**config.mk**
```make
export PLATFORM = sky130hd
export DESIGN_NAME = median_filter_top
export DESIGN_NICKNAME = d
export VERILOG_FILES = /design/src/design/img_pkg.sv /design/src/design/filt_pkg.sv /design/src/design/line_buffer.sv /design/src/design/window_pad.sv /design/src/design/median_select.sv /design/src/design/extrema_detect.sv /design/src/design/noise_switch.sv /design/src/design/median_filter_top.sv
export SDC_FILE = /design/constraint.sdc
export NUM_CORES = 1
export LEC_CHECK = 0
export BUFFER_PORTS_ARGS = -buffer_cell sky130_fd_sc_hd__buf_2
export CORE_UTILIZATION = 51
export CTS_BUF_LIST = sky130_fd_sc_hd__clkbuf_4 sky130_fd_sc_hd__clkbuf_8
export CTS_CLUSTER_SIZE = 24
export DETAILED_ROUTE_END_ITERATION = 7
export PLACE_DENSITY = 0.64
export SETUP_SLACK_MARGIN = 0.4
export SKIP_CTS_REPAIR_TIMING = 1
export SLEW_MARGIN = 30
export SYNTH_ARGS = -nofsm -noshare
export SYNTH_HDL_FRONTEND = slang
export SYNTH_SLANG_ARGS = --single-unit
```
**constraint.sdc**
```tcl
create_clock -name clk -period 13 [get_ports clk]
set_clock_uncertainty 0.15 [all_clocks]
set_input_delay 0.65 -clock clk [delete_from_list [all_inputs] [get_ports clk]]
set_output_delay 0.65 -clock clk [all_outputs]
set_load 0.01 [all_outputs]
```
**src/design/img_pkg.sv**
```systemverilog
package img_pkg;

  // ##################################################
  // Pixel and frame geometry.
  // ##################################################

  localparam int PIX_W = 8;

  typedef logic [PIX_W-1:0] pixel_t;

  localparam int FRAME_COLS = 8;
  localparam int FRAME_ROWS = 6;
  localparam int FRAME_PIXELS = FRAME_COLS * FRAME_ROWS;

  // Counter widths for the window centre position.
  localparam int COL_W = $clog2(FRAME_COLS);
  localparam int ROW_W = $clog2(FRAME_ROWS);

  // ##################################################
  // Stream beats.
  // ##################################################

  typedef struct packed {
    pixel_t pix;
    logic   last;
  } pix_in_t;

  typedef struct packed {
    pixel_t pix;
    logic   last;
  } pix_out_t;

endpackage

```
**src/design/filt_pkg.sv**
```systemverilog
package filt_pkg;

  import img_pkg::*;

  // Fill waits for one row plus two pixels, flush adds one row plus one column.
  localparam int FILL_CNT = FRAME_COLS + 1;
  localparam int FLUSH_CNT = FRAME_COLS + 1;
  localparam int SEQ_W = $clog2(FILL_CNT + 1);

  typedef enum logic [1:0] {
    MODE_BYPASS = 2'd0,
    MODE_MEDIAN = 2'd1,
    MODE_SWITCH = 2'd2
  } filt_mode_e;

  typedef enum logic [1:0] {
    WIN_FILL  = 2'd0,
    WIN_RUN   = 2'd1,
    WIN_FLUSH = 2'd2
  } win_state_e;

  typedef struct packed {
    pixel_t top;
    pixel_t mid;
    pixel_t bot;
  } column_t;

  // Nine cells in raster order with p4 at the centre.
  typedef struct packed {
    pixel_t p0;
    pixel_t p1;
    pixel_t p2;
    pixel_t p3;
    pixel_t p4;
    pixel_t p5;
    pixel_t p6;
    pixel_t p7;
    pixel_t p8;
  } window_t;

  typedef struct packed {
    window_t    win;
    logic       valid;
    logic       last;
    filt_mode_e mode;
  } win_beat_t;

  typedef struct packed {
    pixel_t     med;
    logic       valid;
    logic       last;
    filt_mode_e mode;
  } med_res_t;

  typedef struct packed {
    pixel_t wmin;
    pixel_t wmax;
    pixel_t centre;
  } ext_res_t;

  // ##################################################
  // Three-input compare helpers.
  // ##################################################

  function automatic pixel_t min3(pixel_t a, pixel_t b, pixel_t c);
    pixel_t m;
    m = (a < b) ? a : b;
    return (m < c) ? m : c;
  endfunction

  function automatic pixel_t max3(pixel_t a, pixel_t b, pixel_t c);
    pixel_t m;
    m = (a > b) ? a : b;
    return (m > c) ? m : c;
  endfunction

  function automatic pixel_t med3(pixel_t a, pixel_t b, pixel_t c);
    pixel_t lo;
    pixel_t hi;
    pixel_t t;
    lo = (a < b) ? a : b;
    hi = (a > b) ? a : b;
    t = (hi < c) ? hi : c;
    return (lo > t) ? lo : t;
  endfunction

endpackage

```
**src/design/line_buffer.sv**
```systemverilog
`timescale 1ns/10ps

module line_buffer import img_pkg::*, filt_pkg::*; (
  input  logic    clk,
  input  logic    rst,
  input  logic    shift_i,
  input  pixel_t  pix_i,
  output column_t col_o
);

  // Two row-long delay lines sharing one write pointer.
  pixel_t row1_mem [FRAME_COLS];
  pixel_t row2_mem [FRAME_COLS];

  logic [COL_W-1:0] wr_ptr_q;

  always_ff @(posedge clk) begin
    if (rst) begin
      wr_ptr_q <= '0;
    end else if (shift_i) begin
      if (wr_ptr_q == COL_W'(FRAME_COLS - 1)) begin
        wr_ptr_q <= '0;
      end else begin
        wr_ptr_q <= wr_ptr_q + 1'b1;
      end
    end
  end

  // Second line is fed from the first, so it lags by two rows.
  always_ff @(posedge clk) begin
    if (shift_i) begin
      row1_mem[wr_ptr_q] <= pix_i;
      row2_mem[wr_ptr_q] <= row1_mem[wr_ptr_q];
    end
  end

  always_comb begin
    col_o.top = row2_mem[wr_ptr_q];
    col_o.mid = row1_mem[wr_ptr_q];
    col_o.bot = pix_i;
  end

endmodule

```
**src/design/window_pad.sv**
```systemverilog
`timescale 1ns/10ps

module window_pad import img_pkg::*, filt_pkg::*; (
  input  logic       clk,
  input  logic       rst,
  input  logic       step_en_i,
  input  logic       in_valid_i,
  input  pix_in_t    in_data_i,
  input  filt_mode_e mode_i,
  output logic       in_ready_o,
  output logic       shift_o,
  input  column_t    col_i,
  output win_beat_t  beat_o
);

  win_state_e       state_q;
  logic [SEQ_W-1:0] seq_q;
  logic [ROW_W-1:0] cen_row_q;
  logic [COL_W-1:0] cen_col_q;
  filt_mode_e       mode_q;

  column_t col_l_q;
  column_t col_m_q;
  column_t col_r;
  window_t win_pad;

  logic       accept;
  logic       flushing;
  logic       produce;
  logic       cen_last;
  logic       at_top;
  logic       at_bot;
  logic       at_left;
  logic       at_right;

  window_t    win_q;
  logic       valid_q;
  logic       last_q;
  filt_mode_e bmode_q;

  assign flushing   = (state_q == WIN_FLUSH);
  assign in_ready_o = step_en_i && !flushing;
  assign accept     = in_valid_i && in_ready_o;
  assign shift_o    = accept || (flushing && step_en_i);

  always_comb begin
    case (state_q)
      WIN_FILL:  produce = accept && (seq_q == SEQ_W'(FILL_CNT));
      WIN_RUN:   produce = accept;
      WIN_FLUSH: produce = step_en_i;
      default:   produce = 1'b0;
    endcase
  end

  // ##################################################
  // Fill, run and flush sequencing.
  // ##################################################

  always_ff @(posedge clk) begin
    if (rst) begin
      state_q <= WIN_FILL;
      seq_q   <= '0;
      mode_q  <= MODE_BYPASS;
    end else begin
      case (state_q)
        WIN_FILL: begin
          if (accept) begin
            // Mode is taken with the first pixel of the frame.
            if (seq_q == '0) begin
              mode_q <= mode_i;
            end
            if (seq_q == SEQ_W'(FILL_CNT)) begin
              state_q <= WIN_RUN;
              seq_q   <= '0;
            end else begin
              seq_q <= seq_q + 1'b1;
            end
          end
        end
        WIN_RUN: begin
          if (accept && in_data_i.last) begin
            state_q <= WIN_FLUSH;
            seq_q   <= '0;
          end
        end
        WIN_FLUSH: begin
          if (step_en_i) begin
            if (seq_q == SEQ_W'(FLUSH_CNT - 1)) begin
              state_q <= WIN_FILL;
              seq_q   <= '0;
            end else begin
              seq_q <= seq_q + 1'b1;
            end
          end
        end
        default: begin
          state_q <= WIN_FILL;
          seq_q   <= '0;
        end
      endcase
    end
  end

  // Position of the centre of the next beat.
  always_ff @(posedge clk) begin
    if (rst) begin
      cen_row_q <= '0;
      cen_col_q <= '0;
    end else if (produce) begin
      if (cen_col_q == COL_W'(FRAME_COLS - 1)) begin
        cen_col_q <= '0;
        if (cen_row_q == ROW_W'(FRAME_ROWS - 1)) begin
          cen_row_q <= '0;
        end else begin
          cen_row_q <= cen_row_q + 1'b1;
        end
      end else begin
        cen_col_q <= cen_col_q + 1'b1;
      end
    end
  end

  // ##################################################
  // Window shift and zero padding.
  // ##################################################

  always_comb begin
    col_r = col_i;
    if (flushing) begin
      col_r.bot = '0;
    end
  end

  always_ff @(posedge clk) begin
    if (shift_o) begin
      col_l_q <= col_m_q;
      col_m_q <= col_r;
    end
  end

  assign at_top   = (cen_row_q == '0);
  assign at_bot   = (cen_row_q == ROW_W'(FRAME_ROWS - 1));
  assign at_left  = (cen_col_q == '0);
  assign at_right = (cen_col_q == COL_W'(FRAME_COLS - 1));
  assign cen_last = at_bot && at_right;

  // Edge flags combine into the nine border cases.
  always_comb begin
    win_pad = '{p0: col_l_q.top, p1: col_m_q.top, p2: col_r.top,
                p3: col_l_q.mid, p4: col_m_q.mid, p5: col_r.mid,
                p6: col_l_q.bot, p7: col_m_q.bot, p8: col_r.bot};
    if (at_top) begin
      win_pad.p0 = '0;
      win_pad.p1 = '0;
      win_pad.p2 = '0;
    end
    if (at_bot) begin
      win_pad.p6 = '0;
      win_pad.p7 = '0;
      win_pad.p8 = '0;
    end
    if (at_left) begin
      win_pad.p0 = '0;
      win_pad.p3 = '0;
      win_pad.p6 = '0;
    end
    if (at_right) begin
      win_pad.p2 = '0;
      win_pad.p5 = '0;
      win_pad.p8 = '0;
    end
  end

  always_ff @(posedge clk) begin
    if (rst) begin
      valid_q <= 1'b0;
    end else if (step_en_i) begin
      valid_q <= produce;
    end
  end

  always_ff @(posedge clk) begin
    if (produce) begin
      win_q   <= win_pad;
      last_q  <= cen_last;
      bmode_q <= mode_q;
    end
  end

  assign beat_o = '{win: win_q, valid: valid_q, last: last_q, mode: bmode_q};

endmodule

```
**src/design/median_select.sv**
```systemverilog
`timescale 1ns/10ps

module median_select import img_pkg::*, filt_pkg::*; (
  input  logic      clk,
  input  logic      rst,
  input  logic      step_en_i,
  input  win_beat_t beat_i,
  output med_res_t  res_o
);

  // p0 lands in cells[8], so column j is cells[8-j], cells[5-j], cells[2-j].
  pixel_t [8:0] cells;

  pixel_t     lo_q  [3];
  pixel_t     mid_q [3];
  pixel_t     hi_q  [3];
  logic       s1_valid_q;
  logic       s1_last_q;
  filt_mode_e s1_mode_q;

  pixel_t     med_q;
  logic       s2_valid_q;
  logic       s2_last_q;
  filt_mode_e s2_mode_q;

  assign cells = beat_i.win;

  // ##################################################
  // Stage 1. Sort each column.
  // ##################################################

  always_ff @(posedge clk) begin
    if (step_en_i) begin
      for (int j = 0; j < 3; j++) begin
        lo_q[j]  <= min3(cells[8-j], cells[5-j], cells[2-j]);
        mid_q[j] <= med3(cells[8-j], cells[5-j], cells[2-j]);
        hi_q[j]  <= max3(cells[8-j], cells[5-j], cells[2-j]);
      end
      s1_last_q <= beat_i.last;
      s1_mode_q <= beat_i.mode;
    end
  end

  // ##################################################
  // Stage 2. Median of the three partial results.
  // ##################################################

  always_ff @(posedge clk) begin
    if (step_en_i) begin
      med_q <= med3(max3(lo_q[0], lo_q[1], lo_q[2]),
                    med3(mid_q[0], mid_q[1], mid_q[2]),
                    min3(hi_q[0], hi_q[1], hi_q[2]));
      s2_last_q <= s1_last_q;
      s2_mode_q <= s1_mode_q;
    end
  end

  always_ff @(posedge clk) begin
    if (rst) begin
      s1_valid_q <= 1'b0;
      s2_valid_q <= 1'b0;
    end else if (step_en_i) begin
      s1_valid_q <= beat_i.valid;
      s2_valid_q <= s1_valid_q;
    end
  end

  assign res_o = '{med: med_q, valid: s2_valid_q, last: s2_last_q, mode: s2_mode_q};

endmodule

```
**src/design/extrema_detect.sv**
```systemverilog
`timescale 1ns/10ps

module extrema_detect import img_pkg::*, filt_pkg::*; (
  input  logic     clk,
  input  logic     rst,
  input  logic     step_en_i,
  input  window_t  win_i,
  output ext_res_t res_o
);

  pixel_t [8:0] cells;

  pixel_t cmin_q [3];
  pixel_t cmax_q [3];
  pixel_t centre_q;

  assign cells = win_i;

  // Stage 1 finds the extrema of each column.
  always_ff @(posedge clk) begin
    if (step_en_i) begin
      for (int j = 0; j < 3; j++) begin
        cmin_q[j] <= min3(cells[8-j], cells[5-j], cells[2-j]);
        cmax_q[j] <= max3(cells[8-j], cells[5-j], cells[2-j]);
      end
      centre_q <= win_i.p4;
    end
  end

  // Stage 2 reduces them to the whole-window extrema.
  always_ff @(posedge clk) begin
    if (rst) begin
      res_o <= '0;
    end else if (step_en_i) begin
      res_o.wmin   <= min3(cmin_q[0], cmin_q[1], cmin_q[2]);
      res_o.wmax   <= max3(cmax_q[0], cmax_q[1], cmax_q[2]);
      res_o.centre <= centre_q;
    end
  end

endmodule

```
**src/design/noise_switch.sv**
```systemverilog
`timescale 1ns/10ps

module noise_switch import img_pkg::*, filt_pkg::*; (
  input  logic     clk,
  input  logic     rst,
  input  logic     out_ready_i,
  input  med_res_t med_i,
  input  ext_res_t ext_i,
  output logic     out_valid_o,
  output pix_out_t out_data_o
);

  logic   load;
  logic   is_impulse;
  pixel_t pick;

  // Output register may load when empty or when drained this cycle.
  assign load = ~out_valid_o | out_ready_i;

  // A centre at the window min or max is treated as impulse noise.
  assign is_impulse = (ext_i.centre == ext_i.wmin) || (ext_i.centre == ext_i.wmax);

  always_comb begin
    case (med_i.mode)
      MODE_MEDIAN: pick = med_i.med;
      MODE_SWITCH: pick = is_impulse ? med_i.med : ext_i.centre;
      default:     pick = ext_i.centre;
    endcase
  end

  always_ff @(posedge clk) begin
    if (rst) begin
      out_valid_o <= 1'b0;
    end else if (load) begin
      out_valid_o <= med_i.valid;
    end
  end

  always_ff @(posedge clk) begin
    if (load && med_i.valid) begin
      out_data_o <= '{pix: pick, last: med_i.last};
    end
  end

endmodule

```
**src/design/median_filter_top.sv**
```systemverilog
`timescale 1ns/10ps

module median_filter_top import img_pkg::*, filt_pkg::*; (
  input  logic       clk,
  input  logic       rst,
  input  logic       in_valid_i,
  output logic       in_ready_o,
  input  pix_in_t    in_data_i,
  input  filt_mode_e mode_i,
  output logic       out_valid_o,
  input  logic       out_ready_i,
  output pix_out_t   out_data_o
);

  logic      step_en;
  logic      shift;
  column_t   col;
  win_beat_t beat;
  med_res_t  med_res;
  ext_res_t  ext_res;

  // Whole pipeline stalls while the output beat waits.
  assign step_en = ~out_valid_o | out_ready_i;

  line_buffer u_line_buffer (
    .clk     (clk),
    .rst     (rst),
    .shift_i (shift),
    .pix_i   (in_data_i.pix),
    .col_o   (col)
  );

  window_pad u_window_pad (
    .clk        (clk),
    .rst        (rst),
    .step_en_i  (step_en),
    .in_valid_i (in_valid_i),
    .in_data_i  (in_data_i),
    .mode_i     (mode_i),
    .in_ready_o (in_ready_o),
    .shift_o    (shift),
    .col_i      (col),
    .beat_o     (beat)
  );

  median_select u_median_select (
    .clk       (clk),
    .rst       (rst),
    .step_en_i (step_en),
    .beat_i    (beat),
    .res_o     (med_res)
  );

  extrema_detect u_extrema_detect (
    .clk       (clk),
    .rst       (rst),
    .step_en_i (step_en),
    .win_i     (beat.win),
    .res_o     (ext_res)
  );

  noise_switch u_noise_switch (
    .clk         (clk),
    .rst         (rst),
    .out_ready_i (out_ready_i),
    .med_i       (med_res),
    .ext_i       (ext_res),
    .out_valid_o (out_valid_o),
    .out_data_o  (out_data_o)
  );

endmodule

```
* Yosys cells after proc, flatten, opt, wreduce, memory -nomap -nowiden
Memories as Yosys holds them, arrays and structs flattened. A register that Yosys moved wholly into a read port is not among the register bits.
Cells that the tools add are included.
** Storage, ports and cells
- RAM bits :: 248
- Word-level logic and storage cells :: 184
- Memories kept :: 7
- Flip-flop bits (word level) :: 199
- Output and inout bits :: 11
- Input bits :: 15
** Memories
- u_line_buffer.row1_mem :: depth 8, bits a word 8, read ports 1, clocked after Yosys merged registers in 1, wr ports 1, line line_buffer.sv:12 : pixel_t row1_mem [FRAME_COLS];
- u_line_buffer.row2_mem :: depth 8, bits a word 8, read ports 1, clocked after Yosys merged registers in 1, wr ports 1, line line_buffer.sv:13 : pixel_t row2_mem [FRAME_COLS];
- u_extrema_detect.cmax_q :: depth 3, bits a word 8, read ports 3, clocked after Yosys merged registers in 0, wr ports 3, line extrema_detect.sv:14 : pixel_t cmax_q [3];
- u_extrema_detect.cmin_q :: depth 3, bits a word 8, read ports 3, clocked after Yosys merged registers in 0, wr ports 3, line extrema_detect.sv:13 : pixel_t cmin_q [3];
- u_median_select.hi_q :: depth 3, bits a word 8, read ports 3, clocked after Yosys merged registers in 0, wr ports 3, line median_select.sv:16 : pixel_t hi_q [3];
- u_median_select.lo_q :: depth 3, bits a word 8, read ports 3, clocked after Yosys merged registers in 0, wr ports 3, line median_select.sv:14 : pixel_t lo_q [3];
- +1 memories
** Cells by class
- Eq/ne operators :: 16
- Multiplexer cells :: 61
- $add $sub $neg :: 4
- Bitwise gates (word level) :: 2
- Reduce and logical (&&, ||, !) cells :: 22
- Magnitude comparators :: 34
** Operators by type and width (number)
- two-way mux 8 bit :: 36
- greater-than comparator 8 bit :: 17
- less-than comparator 8 bit :: 17
- two-way mux 3 bit :: 7
- two-way mux 4 bit :: 5
- equality test 8 bit :: 2
- case mux 8 bit (2 select lines) :: 1
- case mux 4 bit (3 select lines) :: 1
- two-way mux 2 bit :: 5
- adder 3 x 1 -> 3 bit (second input constant) :: 3
- equality test 3 bit (second input constant) :: 3
- equality test 4 bit (second input constant) :: 2
- inequality test 2 x 1 -> 1 bit (second input constant) :: 4
- OR reduction 2 bit :: 4
- logical AND 1 bit :: 7
- zero test 3 bit :: 2
- case mux 2 bit (3 select lines) :: 1
- AND reduction 3 bit :: 2
- AND reduction 5 bit :: 1
- adder 4 x 1 -> 4 bit (second input constant) :: 1
- equality test 2 x 1 -> 1 bit (second input constant) :: 2
- equality test 2 bit (second input constant) :: 2
- zero test 4 bit :: 1
- two-way mux 1 bit :: 4
- other kinds (8) :: 9

* Longest topological paths before layout
Gate-level depths: netlist of the first run.
- Depth in word-level cells :: 12
- Depth in mapped cells :: 57
- Gate-level depth less buffers :: 54

* Modules after synthesis
From an unflattened synthesis of the first run, not the netlist that was laid out.
** Second synthesis, totals
- Cells, all modules :: 2356
- Area, all modules :: 27415.0 um^2
** Modules (own cells, without submodules)
- median_select :: times used 1, seq. area each 2622.5 um^2, area each 9621.7 um^2, cells each 1082
- extrema_detect :: times used 1, seq. area each 2162.1 um^2, area each 6700.2 um^2, cells each 655
- line_buffer :: times used 1, seq. area each 3963.8 um^2, area each 5226.3 um^2, cells each 221
- window_pad :: times used 1, seq. area each 3993.8 um^2, area each 5043.6 um^2, cells each 305
- noise_switch :: times used 1, seq. area each 290.3 um^2, area each 817.0 um^2, cells each 92
- median_filter_top :: times used 1, seq. area each 0.0 um^2, area each 6.3 um^2, cells each 1

* Least setup slack after synthesis of the first run
Ideal clock, no wire load.
- Path kind :: reg-to-reg
- Start :: memory u_median_select.mid_q[0][9] in the netlist's numbering
- End :: register u_median_select.med_q[2] (data pin)
- Required time :: 12580 ps
- Buffers on the path :: 4
- Clock period less this slack :: 10633 ps
- Path slack :: 2367 ps
- Stages on the path, launching flop included :: 50
- Library setup time :: 270 ps
- Data arrival time :: 10213 ps
- Cells stage by stage :: edfxtp_1 -> inv_1 -> ha_1 -> nor2b_4 -> o211ai_4 -> a21oi_4 -> o21ai_2 -> mux2_2 -> ha_1 -> a21oi_1 -> o21ai_1 -> inv_1 -> o211ai_1 -> o32a_2 -> clkbuf_1 -> o21ai_0 -> ha_1 -> a21o_1 -> [14 not listed] -> inv_1 -> ha_1 -> a21o_1 -> a21oi_1 -> nor2b_1 -> nor3_1 -> o31ai_1 -> a21bo_1 -> buf_6 -> mux2_4 -> ha_1 -> a21o_1 -> a21o_1 -> a21oi_1 -> a22oi_1 -> inv_1 -> clkbuf_1 -> a21oi_2
** RTL lines
- from (decl) :: line median_select.sv:15 : pixel_t mid_q [3];
- to (signal assigned) :: line median_select.sv:50 : med_q <= med3(max3(lo_q[0], lo_q[1], lo_q[2]),
- to (decl) :: line median_select.sv:21 : pixel_t med_q;

==> flow_summary.ini, run 1 <==
[setup_path]
start_kind = flop
critPathSlowestCell = o32a_2
worstReg2RegStart = u_median_select.mid_q[0][9]
slowest_delay_ns = 0.52
path_max_fanout = 16
worst-r2r-setup-slack_ns = 1.32
ff2ff_path_depth = 49
critical_path_required_ns = 13.20
reg2reg_to = u_median_select.med_q[1]
crit_type = flop to flop
critPathArrivalTime_ns = 11.88
critPathCaptureType = flop

[clocking]
cts_made_buffers = 69
cts_sinks = 402
cts_tree = built
ctsLongestPathBuffers = 3
clkTransAtPathRegs_ns = 0.07
cts-root-buf = clkbuf_8
htreeDepth = 3
clk_latency_ns = 0.64

[sta]
rsz0062_at_grt = false
post-route-period-util_pct = 89.8
slew_viol_final = 0
period_needed_ns = 11.68
hold_viol = 0
worst_slew_pin_slew_ns = 0.964
setup_tns_ns = 0
setup_viol = 0
maxSlewHeadroom_pct = 35.3
layout_setup_ws_ns = 1.32
timing.fmax_ghz = 0.0856

[final_layout]
final_util_pct = 57.6
diodes = 0
fin_nets = 2105
drive_gt1_share_pct = 16.4
syn_to_final_growth_pct = 10.4
stdcell_area_um2 = 24300
final_cell_mix = 354 x edfxtp_1, 191 x ha_1, 156 x nand2_1
final_common_cell = edfxtp_1
fillers = 3532

[min_path]
hold-path-endpoint = u_window_pad.mode_q[0]
holdCritStartpoint = mode_i[0]
min_path_cells = 3
hold_path_class = input port to flop

[grt]
antenna_found_initial = 0
grt_pass1_vias = 14500
grt_overflow = 0
grt_max_degree = 80
grt_use_total_pct = 23.6
grt_pass1_wl_mm = 79.0

[route]
drc_errors = 0
vias_per_cell = 5.69
wirelength_mm = 50.6
drtPass1Iterations = 7
wl_per_cell_um = 20.3
drtIter0Drc = 860
vias = 14200
drt.antenna.violating_nets = 0

[place]
place.gp.congestion = 0.887
hpwlAfterDp_mm = 37.2
placed_area_um2 = 22800
dpl_worst_slack_ns = 0.644
io_buffers = 25

[floorplan]
dieArea_um2 = 44000
ioPinCount = 26
coreArea_um2 = 42200
die_w_um = 210
start_util_pct = 52.1
die_y_um = 210
rows = 75

[synth]
syn_nets = 2046
ys_warn_count = 0
syn_area_um2 = 22000
ys.flop_type = edfxtp_1
postSynthCellCount = 1840
ys_types = 81
synth_top_area_share_pct = 48.3
synth.avg_cell_area_um2 = 12.0
synth_edf_count = 354
synth_seq_area_share_pct = 52.6
async_flop_share_pct = 0
ys_top_cells_by_area = edfxtp_1 48%, ha_1 11%, dfxtp_1 4.4%
synth_largest_area_cell = edfxtp_1
ys_ff_latch = 402

[power]
p_per_area_nw_per_um2 = 113
ir_drop_mv = 0.113
p_leak_nw = 9.70

[status]
status = finished clean

[flow_run]
maxCapViolCount = 0
-- layer usage --
metal | GRT usage [%] | wire length [um] | vias to the layer above
met5 | 0 | 0 | -
met4 | 8.63 | 1490 | 0
met3 | 3.55 | 1880 | 97
met2 | 42.4 | 26200 | 299
met1 | 28.6 | 21000 | 6833
li1 | - | - | 6955
-- cells in the mapped netlist (36+ instances only) --
cell type,count
and2_1,42
mux2i_1,53
nor2_1,88
clkbuf_1,37
nand2_1,156
dfxtp_1,48
a21oi_1,102
o21ai_0,123
mux2_2,78
inv_1,152
edfxtp_1,354
a21o_1,36
ha_1,191
-- where the power goes --
| part | switching (mW) | internal [mW] | total, mW | leakage, nW |
|---|---|---|---|---|
| Sequential | 0.0183 | 1.43 | 1.45 | 3.61 |
| Combinational | 0.0522 | 0.0423 | 0.0946 | 5.33 |
| Clock | 0.514 | 0.688 | 1.20 | 0.762 |
| Total | 0.584 | 2.16 | 2.75 | 9.70 |
-- metrics by stage --
| stage | power (mW) | instances | hold slack [ns] |
|---|---|---|---|
| floorplan | 1.54 | 1840 | 0.250 |
| global placement | 1.57 | 2363 | 0.253 |
| detailed placement | 1.57 | 2364 | 0.255 |
| CTS | 2.78 | 2488 | 0.0620 |
| global route | 2.84 | 2491 | 0.0812 |
| finish | 2.75 | 2491 | 0.109 |
-- state kept, by name, indices dropped and copies added (netlist names), 9 cells and up, named ones only --
register / cells
u_extrema_detect.res_o: 24
u_extrema_detect.cmax_q: 24
u_window_pad.col_m_q: 24
u_line_buffer.row2_mem: 64
u_line_buffer.row1_mem: 64
u_noise_switch.out_data_o: 9
u_median_select.mid_q: 24
u_window_pad.col_l_q: 24
u_extrema_detect.cmin_q: 24
u_window_pad.beat_o: 72
-- worst max-delay path, delay by kind of cell (launching register included) --
| kind | cells | cell delay, ns |
|---|---|---|
| multiplexers | 3 | 1.06 |
| adder cells (fa/ha/maj) | 6 | 1.83 |
| AO/OA/AOI/OAI | 26 | 5.86 |
| flip-flops | 1 | 0.46 |
| buffers and inverters | 6 | 0.67 |
| AND/OR/NAND/NOR | 8 | 1.34 |
-- cell type report --
type / count / area, um2 / area share (%)
Tap cell: 539 / 674 / 2.77
Clock inverter: 30 / 292 / 1.20
Sequential cell: 402 / 11600 / 47.7
Timing Repair Buffer: 39 / 245 / 1.01
Inverter: 152 / 573 / 2.36
Clock buffer: 94 / 1170 / 4.81
Multi-Input combinational cell: 1235 / 9770 / 40.2
-- how the worst max path moves through the flow --
stage                                           start                  endpoint  slack [ns]  cells after the start
after floorplan           u_median_select.mid_q[0][9]  u_median_select.med_q[2]        2.37                     49
after global placement    u_median_select.mid_q[0][1]  u_median_select.med_q[1]        0.92                     48
after detailed placement  u_median_select.mid_q[0][9]  u_median_select.med_q[1]        0.64                     47
after CTS                 u_median_select.mid_q[0][9]  u_median_select.med_q[1]        0.61                     47
after global routing      u_median_select.mid_q[0][9]  u_median_select.med_q[1]        0.55                     49
final                     u_median_select.mid_q[0][9]  u_median_select.med_q[1]        1.32                     49
-- cells by family (layout without fill, tap and decap cells) --
logic type	Yosys count	count (layout)	synth area share (%)
AOI/OAI and AO/OA	397	397	11.5
and+or+nand+nor	448	448	10.0
muxes	177	177	10.5
buffers and inverters	203	315	3.53
adders and majority gates	191	191	10.9
xor gates and xnor gates	22	22	0.875
DFF	402	402	52.6
Note: power is estimated with default switching activity, not from simulation.
==> run 2: changes to the inputs <==
--- a/config.mk
+++ b/config.mk
@@ -5,6 +5,7 @@
 export SDC_FILE = /design/constraint.sdc
 export NUM_CORES = 1
 export LEC_CHECK = 0
+export ABC_AREA = 1
 export BUFFER_PORTS_ARGS = -buffer_cell sky130_fd_sc_hd__buf_2
 export CORE_UTILIZATION = 51
 export CTS_BUF_LIST = sky130_fd_sc_hd__clkbuf_4 sky130_fd_sc_hd__clkbuf_8
==> run 2 against run 1 <==
Against the previous run:
- die area shrank 0.31%
- global-route usage increased by 0.81 points
- sequential cell count unchanged
- final cell count rose by 21%
- wire length up 3.3%
- synthesized cell count increased by 28%
- utilization decreased by 0.56 points
- maximum frequency increased by 22%
- largest cell class unchanged
- highest routed layer unchanged
==> flow_summary.ini, run 2 <==
[final_layout]
fin_nets = 2620
multi_input_area_um2 = 8940
diodes = 0
seq_area_um2 = 11600
syn_to_final_growth_pct = 9.70
final_common_cell = nand2_1
drive_gt1_share_pct = 8.52
final_cell_mix = 475 x nand2_1, 354 x edfxtp_1, 334 x o21ai_0
largest_reg_flops = 72
fillers = 3751

[grt]
antenna_found_initial = 0
grt_pass1_vias = 15800
grt_pass1_wl_mm = 82.7
grt_overflow = 0
grt_max_degree = 78
grt_use_total_pct = 24.4

[clocking]
clkTransAtPathRegs_ns = 0.06
cts_sinks = 402
htreeDepth = 3
clk_latency_ns = 0.65
cts_tree = built
cts-root-buf = clkbuf_8
cts_made_buffers = 69
ctsLongestPathBuffers = 3

[synth]
synth_top_family_by_area = simple AND/OR/NAND/NOR gates
synth_compound_gate_area_share_pct = 14.5
synth_largest_area_cell = edfxtp_1
ys_warn_count = 0
ys_types = 42
yosysMostFrequentCell = nand2_1
ys_ff_latch = 402
syn_nets = 2570
synth_fa_ha_area_share_pct = 10.9
muxShareOfSynthArea_pct = 0
synth_seq_area_share_pct = 52.8
syn_area_um2 = 21900
synthXorXnorAreaFrac_pct = 0.359
async_flop_share_pct = 0
synthTopCellsByCount = 477 x nand2_1, 354 x edfxtp_1, 334 x o21ai_0, 311 x inv_1, 202 x nor2_1
postSynthCellCount = 2364
synth_top_area_share_pct = 48.4
synth.avg_cell_area_um2 = 9.28
synth_edf_count = 354
synth-simple-area-share_pct = 14.8
ys_top_cells_by_area = edfxtp_1 48%, ha_1 11%, nand2_1 8.2%
ys.flop_type = edfxtp_1

[status]
status = finished clean

[sta]
setup_tns_ns = 0
maxSlewHeadroom_pct = 35.6
slew_viol_final = 0
rsz0062_at_grt = false
setup_viol = 0
post-route-period-util_pct = 73.9
period_needed_ns = 9.60
timing.fmax_ghz = 0.104
hold_viol = 0
worst_slew_pin_slew_ns = 0.960

[route]
wirelength_mm = 52.3
drc_errors = 0
vias_per_cell = 5.46
vias = 16400
drtPass1Iterations = 5
wl_per_cell_um = 17.4
drt.antenna.violating_nets = 0
drtIter0Drc = 1092

[flow_run]
maxCapViolCount = 0

[place]
place.gp.congestion = 0.906
hpwlAfterDp_mm = 39.2
io_buffers = 25

[setup_path]
worst-r2r-setup-slack_ns = 3.40
slowest_delay_ns = 0.63
critPathSlowestCell = a211oi_2
path_max_fanout = 18
worstReg2RegStart = u_median_select.mid_q[0][12]
critPathArrivalTime_ns = 9.94
critPathLaunch = u_median_select.mid_q[0][12]
critical_path_required_ns = 13.34
crit_type = flop to flop
start_kind = flop
cpMostUsedCell = nand2_1
critPathCaptureType = flop

[floorplan]
die_w_um = 209
dieArea_um2 = 43900
coreArea_um2 = 42200
ioPinCount = 26
start_util_pct = 52.0
die_y_um = 209
rows = 75

[min_path]
holdCritStartpoint = mode_i[1]
hold_path_class = input port to flop
-- run 2: changes by cell type in the layout (fill, tap and decap cells not counted), sizes merged, moves of 54 or more --
cell,before,now
inv,155,319
mux2,91,0
mux2i,54,0
nand2,156,503
nor2,89,204
o21ai,142,344
-- run 2: path summary, 6_finish.rpt --
path / end / cells after the start
worst max register to register: u_median_select.med_q[0] / 46
worst max-delay path: u_median_select.med_q[0] / 46
worst min-delay path: u_window_pad.mode_q[1] / 3
worst min register to register: u_median_select.s2_mode_q[1] / 0
-- run 2: kinds of logic after synthesis --
logic type	after synthesis
AOI/OAI and AO/OA	583
buffers and inverters	387
and+or+nand+nor	792
DFF	402
adders and majority gates	191
xor gates and xnor gates	9
-- run 2: final cells by class --
class                           instances  share of cell area [%]
Sequential cell                       402                    48.1
Multi-Input combinational cell       1575                    37.2
Inverter                              317                    4.96
Clock buffer                           94                    4.80
Tap cell                              539                    2.80
Timing Repair Buffer                   49                    1.24
Clock inverter                         27                   0.899
-- run 2: critical path: cells and delay by family, from the launching register on --
family / cells / cell delay [ns]
and+or+nand+nor: 21 / 2.65
DFF: 1 / 0.39
AOI/OAI and AO/OA: 15 / 3.94
adders and majority gates: 6 / 1.69
buffers and inverters: 4 / 0.63
-- run 2: through the flow --
stage / cell area [um2] / setup WS [ns] / cells / hold WS, ns / util (%)
3_5_place_dp: 22600 / 3.50 / 2877 / 0.255 / 53.6
3_3_place_gp: 22600 / 3.81 / 2876 / 0.254 / 53.6
2_1_floorplan: 21900 / 4.27 / 2364 / 0.250 / -
5_1_grt: 24100 / 2.38 / 3003 / 0.120 / 57.0
6_report: 24100 / 3.40 / 3003 / 0.123 / 57.0
4_1_cts: 24000 / 3.51 / 2998 / 0.0780 / 56.9
-- run 2: layer usage --
metal  track usage, %  share of wire (%)  vias up
li1                 -                  -     8221
met1             29.1                 42     7671
met2             43.9                 51      399
met3             3.25                4.0      104
met4             10.9                3.6        0
met5                0                  0        -
Power of run 2 is left out: the tool's default activity adds up to more than one toggle a clock period on the data nets, which glitch-free logic cannot reach.
==> run 3: changes to the inputs <==
==> constraint.sdc (replaced) <==
create_clock -name clk -period 9.1 [get_ports clk]
set_clock_uncertainty 0.15 [all_clocks]
set_input_delay 0.455 -clock clk [delete_from_list [all_inputs] [get_ports clk]]
set_output_delay 0.455 -clock clk [all_outputs]
set_load 0.01 [all_outputs]
==> run 3 against run 2 <==
Against the previous run:
- count of clock-buffer cells in the layout is 1 lower
- sequential share of layout area is 0.40 points lower
- the flow now finishes with violations (hold timing)
- non-clock buffer count grew 18
- critical endpoint is now u_median_select.med_q[3]
- largest cell class unchanged
- maximum frequency is 19% higher
- final cell count grew 0.53%
- cell area up 0.84%
==> flow_summary.ini, run 3 (synthesis gave the netlist of run 2 again) <==
[final_layout]
final_common_cell = nand2_1
fin_nets = 2637
final_cell_mix = 475 x nand2_1, 354 x edfxtp_1, 323 x o21ai_0
drive_gt1_share_pct = 9.31
diodes = 0
largest_reg_flops = 72
final_util_pct = 57.5
syn_to_final_growth_pct = 10.6
stdcell_area_um2 = 24300

[grt]
antenna_found_initial = 0
grt_pass1_wl_mm = 82.4
grt_use_total_pct = 24.3
grt_overflow = 0
grt_max_degree = 78
grt_pass1_vias = 15400

[setup_path]
critPathArrivalTime_ns = 8.26
crit_buf_inv = 5
slowest_delay_ns = 0.43
critical_path_required_ns = 9.33
critPathSlowestCell = edfxtp_1
cpMostUsedCell = nand2_1
critPathCaptureType = flop
path_max_fanout = 18
crit_type = flop to flop
worstReg2RegStart = u_median_select.mid_q[0][5]
cp_top_family = compound AO/OA/AOI/OAI gates
critPathLaunch = u_median_select.mid_q[0][5]
start_kind = flop

[clocking]
cts-root-buf = clkbuf_8
cts_tree = built
htreeDepth = 3
clkTransAtPathRegs_ns = 0.06
cts_made_buffers = 67
clk_latency_ns = 0.63
cts_sinks = 402
ctsLongestPathBuffers = 3

[floorplan]
start_util_pct = 52.0
rows = 75
die_w_um = 209
coreArea_um2 = 42200
ioPinCount = 26
die_y_um = 209
dieArea_um2 = 43900

[sta]
timing.fmax_ghz = 0.124
setup_tns_ns = 0
maxSlewHeadroom_pct = 37.2
rsz0062_at_grt = false
layout_setup_ws_ns = 1.06
worst_slew_pin_slew_ns = 0.936
hold_viol = 1
post-route-period-util_pct = 88.3
slew_viol_final = 0
setup_viol = 0
whs_ns = -0.00377
period_needed_ns = 8.04

[route]
drt.antenna.violating_nets = 0
drc_errors = 0
drtPass1Iterations = 7
vias_per_cell = 5.39
drtIter0Drc = 1152
wl_per_cell_um = 17.4
vias = 16300
wirelength_mm = 52.6

[place]
place.gp.congestion = 0.916
placed_area_um2 = 22700
dpl_worst_slack_ns = 0.449
io_buffers = 25
hpwlAfterDp_mm = 39.0

[flow_run]
maxCapViolCount = 0

[status]
violations = hold timing
status = finished, violations left

[min_path]
hold_path_class = input port to flop
holdCritStartpoint = in_data_i[0]
## run 3: cell type report
class | count | area, um2
clock buffer | 93 | 1120
clock inverter | 25 | 225
fill | 3674 | 18000
inverter | 317 | 1200
multi-input combinational | 1575 | 9000
sequential | 402 | 11600
tap | 539 | 674
timing repair buffer | 67 | 463
timing repair inverter | 1 | 5.00
## run 3: stage by stage
stage               hold WS [ns]  cells
finish                  -0.00377   3019
global route             0.00438   3019
CTS                      -0.0809   2998
detailed placement         0.258   2880
global placement           0.253   2880
floorplan                  0.250   2364
## run 3: worst register-to-register path: cells and delay by family, from the launching register on
kind	cells	cell delay, ns
AOI/OAI and AO/OA	15	2.32
adders and majority gates	6	1.82
buffers and inverters	5	0.79
DFF	1	0.43
and+or+nand+nor	24	2.27
## run 3: path summary, 6_finish.rpt
kind                                to  slack (ns)  depth (start not counted)
max           u_median_select.med_q[3]        1.06                         50
min reg2reg  u_median_select.s1_last_q        0.28                          0
max reg2reg   u_median_select.med_q[3]        1.06                         50
min            u_window_pad.state_q[0]      -0.004                          4
## run 3: layer usage
layer	routed length [um]	track usage (%)	part of all wire (%)
met5	0	0	0
met4	1800	9.94	3.4
met3	2180	3.83	4.1
met2	26600	43.4	51
met1	22100	29.2	42
Power of run 3 is left out for the same reason.
